## config.mk

```make
export PLATFORM = sky130hd
export DESIGN_NAME = fdiv_top
export DESIGN_NICKNAME = d
export VERILOG_FILES = /design/src/fdiv_pkg.sv /design/src/fdiv_classify.sv /design/src/fdiv_ctrl.sv /design/src/fdiv_mant_divider.sv /design/src/fdiv_pipe_regs.sv /design/src/fdiv_round_pack.sv /design/src/fdiv_top.sv
export SDC_FILE = /design/constraint.sdc
export NUM_CORES = 1
export LEC_CHECK = 0
export CELL_PAD_IN_SITES_DETAIL_PLACEMENT = 0
export CELL_PAD_IN_SITES_GLOBAL_PLACEMENT = 1
export CORE_ASPECT_RATIO = 0.6
export CORE_MARGIN = 2
export CORE_UTILIZATION = 53
export DETAILED_ROUTE_END_ITERATION = 12
export DONT_BUFFER_PORTS = 1
export GPL_ROUTABILITY_DRIVEN = 1
export GPL_TIMING_DRIVEN = 0
export PLACE_DENSITY_LB_ADDON = 0.2
export SYNTH_ARGS = -nofsm -noshare
export SYNTH_HDL_FRONTEND = slang
export SYNTH_SLANG_ARGS = --single-unit
```

## constraint.sdc

```tcl
create_clock -name clk_i -period 11.7 [get_ports clk_i]
set_input_delay 1.755 -clock clk_i [delete_from_list [all_inputs] [get_ports clk_i]]
set_output_delay 1.755 -clock clk_i [all_outputs]
set_load 0.02 [all_outputs]
```

## src/fdiv_pkg.sv

```systemverilog
/*
  fp32 divide unit package
  float field widths, bias and the quiet nan pattern
  quotient width and pipeline stage counts
  word, significand, quotient, exponent and flag types
  control state enum
*/

package fdiv_pkg;

  // ----------------------------------------
  // float format
  localparam int unsigned WIDTH    = 32;
  localparam int unsigned EXP_W    = 8;
  localparam int unsigned MAN_W    = 23;
  localparam int unsigned EXP_BIAS = 127;

  // 24 significand bits + normalization bit + guard bit
  localparam int unsigned QUOT_W = 26;

  // ----------------------------------------
  // pipeline stages around the unit
  localparam int unsigned NUM_INP_REGS  = 1;
  localparam int unsigned NUM_OUT_REGS  = 1;
  localparam int unsigned NUM_PIPE_REGS = NUM_INP_REGS + NUM_OUT_REGS;

  localparam logic [WIDTH-1:0] CANON_NAN = 32'h7fc0_0000; // quiet nan, positive

  typedef logic [WIDTH-1:0]      fp32_t;
  typedef logic [MAN_W:0]        mant_t;   // hidden bit on top
  typedef logic [QUOT_W-1:0]     quot_t;
  typedef logic signed [9:0]     exp_t;    // room for over/underflow
  typedef logic [4:0]            status_t; // nv dz of uf nx

  typedef enum logic [1:0] {
    IDLE,
    BUSY,
    HOLD
  } div_state_e;

endpackage

```

## src/fdiv_classify.sv

```systemverilog
/*
  operand classification for the divider
  zero (subnormals included), infinity, quiet and signaling nan
  special result and flags for nan, zero and infinity operands
*/

`timescale 1ns/100ps

module fdiv_classify import fdiv_pkg::*; (
  input  fp32_t   a_i, // dividend
  input  fp32_t   b_i, // divisor
  output logic    special_o,
  output fp32_t   special_result_o,
  output status_t special_status_o
);

  fp32_t      ops [2];
  logic [1:0] is_zero, is_inf, is_qnan, is_snan;
  logic       any_nan, zero_zero, inf_inf, sign;

  assign ops[0] = a_i;
  assign ops[1] = b_i;

  // same decode for both operands
  always_comb begin
    for (int i = 0; i < 2; i++) begin
      is_zero[i] = ops[i][WIDTH-2 -: EXP_W] == '0; // subnormal counts as zero
      is_inf[i]  = (&ops[i][WIDTH-2 -: EXP_W]) && ops[i][MAN_W-1:0] == '0;
      is_qnan[i] = (&ops[i][WIDTH-2 -: EXP_W]) && ops[i][MAN_W-1];
      is_snan[i] = (&ops[i][WIDTH-2 -: EXP_W]) && !ops[i][MAN_W-1]
                   && ops[i][MAN_W-2:0] != '0;
    end
  end

  assign any_nan   = |{is_qnan, is_snan};
  assign zero_zero = &is_zero;  // 0/0
  assign inf_inf   = &is_inf;   // inf/inf
  assign sign      = a_i[WIDTH-1] ^ b_i[WIDTH-1];

  always_comb begin
    special_o        = 1'b1;
    special_result_o = CANON_NAN;
    special_status_o = '0;
    if (any_nan || zero_zero || inf_inf) begin
      special_status_o[4] = |is_snan || zero_zero || inf_inf; // nv
    end else if (is_inf[0]) begin
      special_result_o = {sign, {EXP_W{1'b1}}, {MAN_W{1'b0}}}; // inf / finite
    end else if (is_zero[1]) begin
      special_result_o    = {sign, {EXP_W{1'b1}}, {MAN_W{1'b0}}};
      special_status_o[3] = 1'b1; // dz
    end else if (is_zero[0] || is_inf[1]) begin
      special_result_o = {sign, {(WIDTH-1){1'b0}}}; // signed zero
    end else begin
      special_o        = 1'b0; // both normal, run the divider
      special_result_o = '0;
    end
  end

endmodule

```

## src/fdiv_ctrl.sv

```systemverilog
/*
  control of the divide unit
  ready FSM with flush, start acceptance
  sign and exponent capture, result and flag hold registers
  mask capture on start
*/

`timescale 1ns/100ps

module fdiv_ctrl import fdiv_pkg::*; (
  input  logic    clk_i,
  input  logic    rst_n_i,
  input  logic    start_i,
  input  logic    flush_i,
  input  fp32_t   a_i,
  input  fp32_t   b_i,
  input  logic    mask_i,
  input  logic    special_i,
  input  fp32_t   special_result_i,
  input  status_t special_status_i,
  input  logic    div_done_i,
  input  fp32_t   packed_result_i,
  input  status_t packed_status_i,
  output logic    div_start_o,
  output logic    div_abort_o,
  output logic    sign_o,
  output exp_t    exp_o,
  output logic    ready_o,
  output fp32_t   result_o,
  output status_t status_o,
  output logic    mask_o
);

  div_state_e state_q, state_d;
  logic       accept, finish;
  fp32_t      result_q;
  status_t    status_q;
  logic       mask_q, sign_q;
  exp_t       exp_q;

  assign ready_o     = state_q != BUSY;         // free in idle and hold
  assign accept      = start_i & ready_o;       // start while busy is dropped
  assign div_start_o = accept & ~special_i;
  assign div_abort_o = flush_i & (state_q == BUSY);
  assign finish      = (state_q == BUSY) & div_done_i & ~flush_i;

  // ----------------------------------------
  // next state
  always_comb begin
    state_d = state_q;
    case (state_q)
      BUSY: begin
        if (flush_i) state_d = IDLE;          // abort, hold regs untouched
        else if (div_done_i) state_d = HOLD;
      end
      default: begin
        if (accept) state_d = special_i ? HOLD : BUSY; // specials finish at once
      end
    endcase
  end

  always_ff @(posedge clk_i) begin
    if (!rst_n_i) begin
      state_q  <= IDLE;
      result_q <= '0;
      status_q <= '0;
      mask_q   <= 1'b0;
    end else begin
      state_q <= state_d;
      if (accept) mask_q <= mask_i;
      if (accept && special_i) begin
        result_q <= special_result_i;
        status_q <= special_status_i;
      end else if (finish) begin
        result_q <= packed_result_i;
        status_q <= packed_status_i;
      end
    end
  end

  // sign and exponent taken at start, operands may move on
  always_ff @(posedge clk_i) begin
    if (accept) begin
      sign_q <= a_i[WIDTH-1] ^ b_i[WIDTH-1];
      exp_q  <= exp_t'({2'b00, a_i[WIDTH-2 -: EXP_W]})
                - exp_t'({2'b00, b_i[WIDTH-2 -: EXP_W]}) + exp_t'(EXP_BIAS);
    end
  end

  assign sign_o   = sign_q;
  assign exp_o    = exp_q;
  assign result_o = result_q;
  assign status_o = status_q;
  assign mask_o   = mask_q;

endmodule

```

## src/fdiv_mant_divider.sv

```systemverilog
/*
  iterative restoring divider for the significands
  one quotient bit per cycle, QUOT_W cycles per run
  sticky from the final remainder, abort stops a run
*/

`timescale 1ns/100ps

module fdiv_mant_divider import fdiv_pkg::*; (
  input  logic  clk_i,
  input  logic  rst_n_i,
  input  logic  start_i,
  input  logic  abort_i,
  input  mant_t dividend_i,
  input  mant_t divisor_i,
  output logic  done_o,
  output quot_t quot_o,
  output logic  sticky_o
);

  logic [$clog2(QUOT_W)-1:0] cnt_q;
  logic                      run_q, done_q;
  logic [MAN_W+1:0]          rem_q;   // partial remainder, always below 2 * divisor
  mant_t                     div_q;   // divisor kept for the whole run
  quot_t                     quot_q;
  logic [MAN_W+1:0]          diff;
  logic                      q_bit;

  // ----------------------------------------
  // trial subtraction
  assign diff  = rem_q - {1'b0, div_q};
  assign q_bit = rem_q >= {1'b0, div_q};

  // control state
  always_ff @(posedge clk_i) begin
    if (!rst_n_i) begin
      run_q  <= 1'b0;
      done_q <= 1'b0;
      cnt_q  <= '0;
    end else if (abort_i) begin
      run_q  <= 1'b0; // flush, drop the run
      done_q <= 1'b0;
    end else if (start_i) begin
      run_q  <= 1'b1;
      done_q <= 1'b0;
      cnt_q  <= '0;
    end else begin
      done_q <= 1'b0; // single cycle pulse
      if (run_q) begin
        cnt_q <= cnt_q + 1'b1;
        if (cnt_q == $bits(cnt_q)'(QUOT_W - 1)) begin
          run_q  <= 1'b0;
          done_q <= 1'b1; // last bit lands with this edge
        end
      end
    end
  end

  // datapath
  always_ff @(posedge clk_i) begin
    if (start_i) begin
      rem_q  <= {1'b0, dividend_i};
      div_q  <= divisor_i;
      quot_q <= '0;
    end else if (run_q) begin
      quot_q <= {quot_q[QUOT_W-2:0], q_bit};
      rem_q  <= q_bit ? {diff[MAN_W:0], 1'b0} : {rem_q[MAN_W:0], 1'b0};
    end
  end

  assign done_o   = done_q;
  assign quot_o   = quot_q;   // steady once the run ends
  assign sticky_o = |rem_q;

endmodule

```

## src/fdiv_pipe_regs.sv

```systemverilog
/*
  chain of enabled register stages
  one enable bit per stage, zero stages pass straight through
*/

`timescale 1ns/100ps

module fdiv_pipe_regs import fdiv_pkg::*; #(
  parameter int unsigned NumStages = 1,
  parameter int unsigned DataW     = WIDTH
) (
  input  logic                 clk_i,
  input  logic                 rst_n_i,
  input  logic [NumStages-1:0] en_i,
  input  logic [DataW-1:0]     data_i,
  output logic [DataW-1:0]     data_o
);

  // index i holds the data after i stages
  logic [DataW-1:0] pipe_q [NumStages+1];

  assign pipe_q[0] = data_i;

  for (genvar i = 0; i < NumStages; i++) begin : gen_stage
    always_ff @(posedge clk_i) begin
      if (!rst_n_i) begin
        pipe_q[i+1] <= '0;
      end else if (en_i[i]) begin // low enable freezes the stage
        pipe_q[i+1] <= pipe_q[i];
      end
    end
  end

  assign data_o = pipe_q[NumStages];

endmodule

```

## src/fdiv_round_pack.sv

```systemverilog
/*
  normalization, round to nearest even and packing
  exponent adjust for the quotient range [0.5, 2)
  overflow to infinity, tiny results flush to zero
*/

`timescale 1ns/100ps

module fdiv_round_pack import fdiv_pkg::*; (
  input  logic    sign_i,
  input  exp_t    exp_i,    // biased exponent difference
  input  quot_t   quot_i,
  input  logic    sticky_i,
  output fp32_t   result_o,
  output status_t status_o
);

  mant_t            sig;
  logic             guard, sticky, round_up, inexact;
  exp_t             exp_n, exp_r;
  logic [MAN_W+1:0] sig_rnd;  // one extra bit for the carry out
  logic [MAN_W-1:0] frac;

  // ----------------------------------------
  // normalize by at most one bit
  always_comb begin
    if (quot_i[QUOT_W-1]) begin
      sig    = quot_i[QUOT_W-1:2];
      guard  = quot_i[1];
      sticky = quot_i[0] | sticky_i; // low bit drops into sticky
      exp_n  = exp_i;
    end else begin
      sig    = quot_i[QUOT_W-2:1];
      guard  = quot_i[0];
      sticky = sticky_i;
      exp_n  = exp_i - exp_t'(1); // quotient below one
    end
  end

  // ----------------------------------------
  // rne, ties go to the even significand
  assign round_up = guard & (sticky | sig[0]);
  assign sig_rnd  = {1'b0, sig} + {{(MAN_W+1){1'b0}}, round_up};
  assign inexact  = guard | sticky;

  // carry out of rounding gives 1.000..0 with exponent + 1
  assign exp_r = exp_n + exp_t'(sig_rnd[MAN_W+1]);
  assign frac  = sig_rnd[MAN_W+1] ? sig_rnd[MAN_W:1] : sig_rnd[MAN_W-1:0];

  // ----------------------------------------
  // packing and range limits
  always_comb begin
    result_o = {sign_i, exp_r[EXP_W-1:0], frac};
    status_o = {4'b0000, inexact};
    if (exp_r > exp_t'(2 * EXP_BIAS)) begin
      result_o = {sign_i, {EXP_W{1'b1}}, {MAN_W{1'b0}}}; // signed inf
      status_o = 5'b00101;                                // of, nx
    end else if (exp_r < exp_t'(1)) begin
      result_o = {sign_i, {(WIDTH-1){1'b0}}};             // flush to zero
      status_o = 5'b00011;                                // uf, nx
    end
  end

endmodule

```

## src/fdiv_top.sv

```systemverilog
/*
  fp32 divide unit top level
  input register stage, classification, control, mantissa divider,
  rounding and packing, output register stage
*/

`timescale 1ns/100ps

module fdiv_top import fdiv_pkg::*; (
  input  logic                     clk_i,
  input  logic                     rst_n_i,
  input  fp32_t [1:0]              operands_i,   // 0 dividend, 1 divisor
  input  logic                     mask_i,
  input  logic [NUM_PIPE_REGS-1:0] reg_enable_i,
  input  logic                     fsm_start_i,
  input  logic                     flush_i,
  output fp32_t                    result_o,
  output status_t                  status_o,
  output logic                     mask_o,
  output logic                     fsm_ready_o
);

  fp32_t   op_a, op_b, special_result, packed_result, held_result;
  logic    op_mask, special, div_start, div_abort, div_done, sticky;
  logic    sign, held_mask;
  status_t special_status, packed_status, held_status;
  exp_t    exp_diff;
  quot_t   quot;

  // ----------------------------------------
  // input stage, operands and mask
  fdiv_pipe_regs #(.NumStages(NUM_INP_REGS), .DataW(2 * WIDTH + 1)) u_inp_pipe (
    .clk_i   (clk_i),
    .rst_n_i (rst_n_i),
    .en_i    (reg_enable_i[NUM_INP_REGS-1:0]),
    .data_i  ({mask_i, operands_i[1], operands_i[0]}),
    .data_o  ({op_mask, op_b, op_a})
  );

  fdiv_classify u_classify (
    .a_i (op_a), .b_i (op_b), .special_o (special),
    .special_result_o (special_result), .special_status_o (special_status)
  );

  fdiv_ctrl u_ctrl (
    .clk_i (clk_i), .rst_n_i (rst_n_i), .start_i (fsm_start_i), .flush_i (flush_i),
    .a_i (op_a), .b_i (op_b), .mask_i (op_mask), .special_i (special),
    .special_result_i (special_result), .special_status_i (special_status),
    .div_done_i (div_done), .packed_result_i (packed_result),
    .packed_status_i (packed_status), .div_start_o (div_start),
    .div_abort_o (div_abort), .sign_o (sign), .exp_o (exp_diff),
    .ready_o (fsm_ready_o), .result_o (held_result), .status_o (held_status),
    .mask_o (held_mask)
  );

  // significands with the hidden bit restored
  fdiv_mant_divider u_divider (
    .clk_i (clk_i), .rst_n_i (rst_n_i), .start_i (div_start), .abort_i (div_abort),
    .dividend_i ({1'b1, op_a[MAN_W-1:0]}), .divisor_i ({1'b1, op_b[MAN_W-1:0]}),
    .done_o (div_done), .quot_o (quot), .sticky_o (sticky)
  );

  fdiv_round_pack u_round_pack (
    .sign_i (sign), .exp_i (exp_diff), .quot_i (quot), .sticky_i (sticky),
    .result_o (packed_result), .status_o (packed_status)
  );

  // output stage, held result, flags and mask
  fdiv_pipe_regs #(.NumStages(NUM_OUT_REGS), .DataW(WIDTH + 6)) u_out_pipe (
    .clk_i   (clk_i),
    .rst_n_i (rst_n_i),
    .en_i    (reg_enable_i[NUM_PIPE_REGS-1:NUM_INP_REGS]),
    .data_i  ({held_mask, held_status, held_result}),
    .data_o  ({mask_o, status_o, result_o})
  );

endmodule

```

==> flow_summary.ini <==
[outcome]
status = complete, no violations

[global_routing]
grt_pass1_vias = 9018
grt_pass1_wl_mm = 51.5
grt_antenna_before_repair = 1
grt_max_degree = 33
grt-ovfl-total = 0
grt.total_usage_pct = 27.7

[sta]
relSlewSlack_pct = 16.3
timing.hold.ws_ps = 451
fin_skew_ps = 14.7
tightest_slew_ps = 1250
finalMaxSlewViolations = 0
timing.final.crit_share_pct = 74.8
setup_viol = 0
rsz0062_at_grt = false
fin_crit_ps = 8750
hold_violations = 0
fmax_mhz = 114
worst_slack_ps = 2950
finalSetupTns_ps = 0

[routing]
via_per_inst = 5.82
drc = 0
vias = 9703
ant_nets = 0
drt_wl_total_mm = 32.5
wl_per_cell_um = 19.5
drtIter0Drc = 762
dr.pass1.iters = 8

[power]
power.total_mw = 2.54
p_leak_nw = 5.35
vdd_ir_drop_max_mv = 0.117
power_density_nw_per_um2 = 192

[floorplan]
initial_utilization_pct = 54.5
io_pins = 110
core_area_sq_um = 22200
die_h_um = 121
die_w_um = 199
rows = 42
dieArea_sq_um = 24100

[logic_synthesis]
synth-async-reset-ratio_pct = 0
synth.area.top_cells = dfxtp_1, edfxtp_1, mux2i_1
synthAdderAreaFrac_pct = 4.25
synth_top_family_by_area = simple AND/OR/NAND/NOR gates
yosysSeqAreaShare_pct = 43.5
synth.avg_cell_area_sq_um = 9.21
synth_fp_nets = 1428
yosysTopAreaCellShare_pct = 29.4
yosys.area.top_type = dfxtp_1
synth_xor_area_share_pct = 3.76
synth.distinct_cells = 79
synth-simple-area-share_pct = 18.0
yosysWarnings = 0
synth.cell_area_sq_um = 12100
synth-compound-area-share_pct = 14.2
ys_seq_elements = 235
synthFlopType = dfxtp_1
netlist_instances = 1317
synthMuxAreaShare_pct = 11.9
synth-edff-count = 57

[final_layout]
final_area_sq_um = 13200
area_growth_pct = 9.13
final_cell_mix = nor2_1, dfxtp_1, mux2i_1
final_cell_count_no_fill = 1667
nNetsFinal = 1453
layout-drive-gt1-share_pct = 4.19
diodes = 0
utilization_pct = 59.5
layout_commonest_cell = nor2_1

[placement]
dpl_cell_area_sq_um = 12500
hpwlAfterDp_mm = 24.6
dp_cells = 1625
routabilityCongestion = 0.918
dp_slack_ps = 3220
io_buffers = 0

[critical_path]
critical_path_class = flip-flop to flip-flop
required_ps = 12180
reg2reg_from = u_divider.quot_o[25]
r2r_cells = 27
critPathCaptureType = flip-flop
timing.rr.end = u_ctrl.result_o[21]
critical_path.endpoint = u_ctrl.result_o[21]
cp.arrival_ps = 9230
regToRegSetupSlack_ps = 2950
worstPathMaxFanout = 10
startpoint = u_divider.quot_o[25]
cp-start-kind = flip-flop

[min_path]
min-delay-start = u_inp_pipe.data_o[37]
hp-class = flip-flop to flip-flop

[clocking]
cts_made_buffers = 23
cts_tree = yes
clock_sinks = 235
post_cts_buffers = 0
clk_pin_slew_ps = 70
clk_latency_ps = 540
cts_buffer_depth = 3
cts_resized = 0
cts_hold_repair.buffers = 0
cts-htree-levels = 1
cts_root_buffer = clkbuf_16

[run]
max-cap-violations = 0
## synth_stat cells, drive strengths merged, types with 7 or more instances
library cell	number
a211oi	10
a21o	15
a21oi	50
a22o	23
a31oi	28
and2	12
buf	16
clkbuf	58
dfxtp	178
edfxtp	57
ha	38
inv	64
mux2i	141
nand2	104
nand2b	11
nand3	23
nand4	20
nor2	196
nor2b	15
nor3	19
nor4	28
o21a	14
o21ai	30
o221a	7
o31ai	7
or3	13
xnor2	32
xor2	20
## cell families (layout without fill, tap and decap cells)
group / Yosys count / in the layout
AO/OA/AOI/OAI: 244 / 244
XOR/XNOR: 52 / 52
adder cells (fa/ha/maj): 40 / 40
buffers and inverters: 138 / 180
flip-flops: 235 / 235
multiplexers: 144 / 144
AND/OR/NAND/NOR: 464 / 464
## routing by layer
metal / global-route usage [%] / routed length [um] / vias to the layer above
met5: 0 / 16 / -
met4: 4.15 / 382 / 2
met3: 9.34 / 3540 / 32
met2: 35.9 / 11800 / 313
met1: 44.0 / 16700 / 4581
li1: - / - / 4775
## area by class of cell
cell class | instances | area [sq um]
buffer | 74 | 294
clock buffer | 32 | 639
clock inverter | 10 | 81.3
fill | 1988 | 9000
inverter | 64 | 240
multi-input combinational | 944 | 6320
sequential | 235 | 5280
tap | 308 | 385
## worst min-delay path by stage
stage	end	depth (start not counted)
floorplan	u_divider.div_q[0]	0
global placement	u_divider.div_q[6]	0
detailed placement	u_divider.div_q[5]	0
CTS	u_ctrl.mask_o	2
global route	u_divider.div_q[5]	0
finish	u_divider.div_q[5]	0
## sequential cells by signal, indices dropped and copies added (netlist names)
register	count
u_ctrl.status_o	5
u_divider.quot_o	26
u_ctrl.mask_o	1
u_ctrl.sign_o	1
u_divider.rem_q	25
u_divider.cnt_q	5
u_divider.div_q	23
u_ctrl.state_q	2
u_ctrl.exp_o	10
u_divider.done_o	1
u_inp_pipe.data_o	65
u_out_pipe.data_o	38
u_ctrl.result_o	32
u_divider.run_q	1
## power breakdown
part	internal [mW]	switching, mW
Combinational	0.307	0.471
Clock	0.406	0.325
Sequential	0.947	0.0896
## critical path, cell delays in order, from the launching register on
cell and delay [ps]:
dfxtp_1 330, buf_6 170, clkbuf_1 410, buf_1 500
clkbuf_1 580, buf_1 570, nand2_1 100, a21boi_0 210
ha_1 260, nand2_1 120, nor3_1 510, o2111ai_1 340
nor2_1 450, and3_1 320, o2111ai_1 210, clkbuf_1 320
inv_2 190, ha_1 220, inv_1 60, o41ai_2 590
nand3_1 400, mux2i_1 320, xnor2_1 170, a32oi_1 350
nor3b_2 350, and4_1 280, buf_4 200, a22o_1 150
No activity file was read; power rests on OpenSTA's default activity.
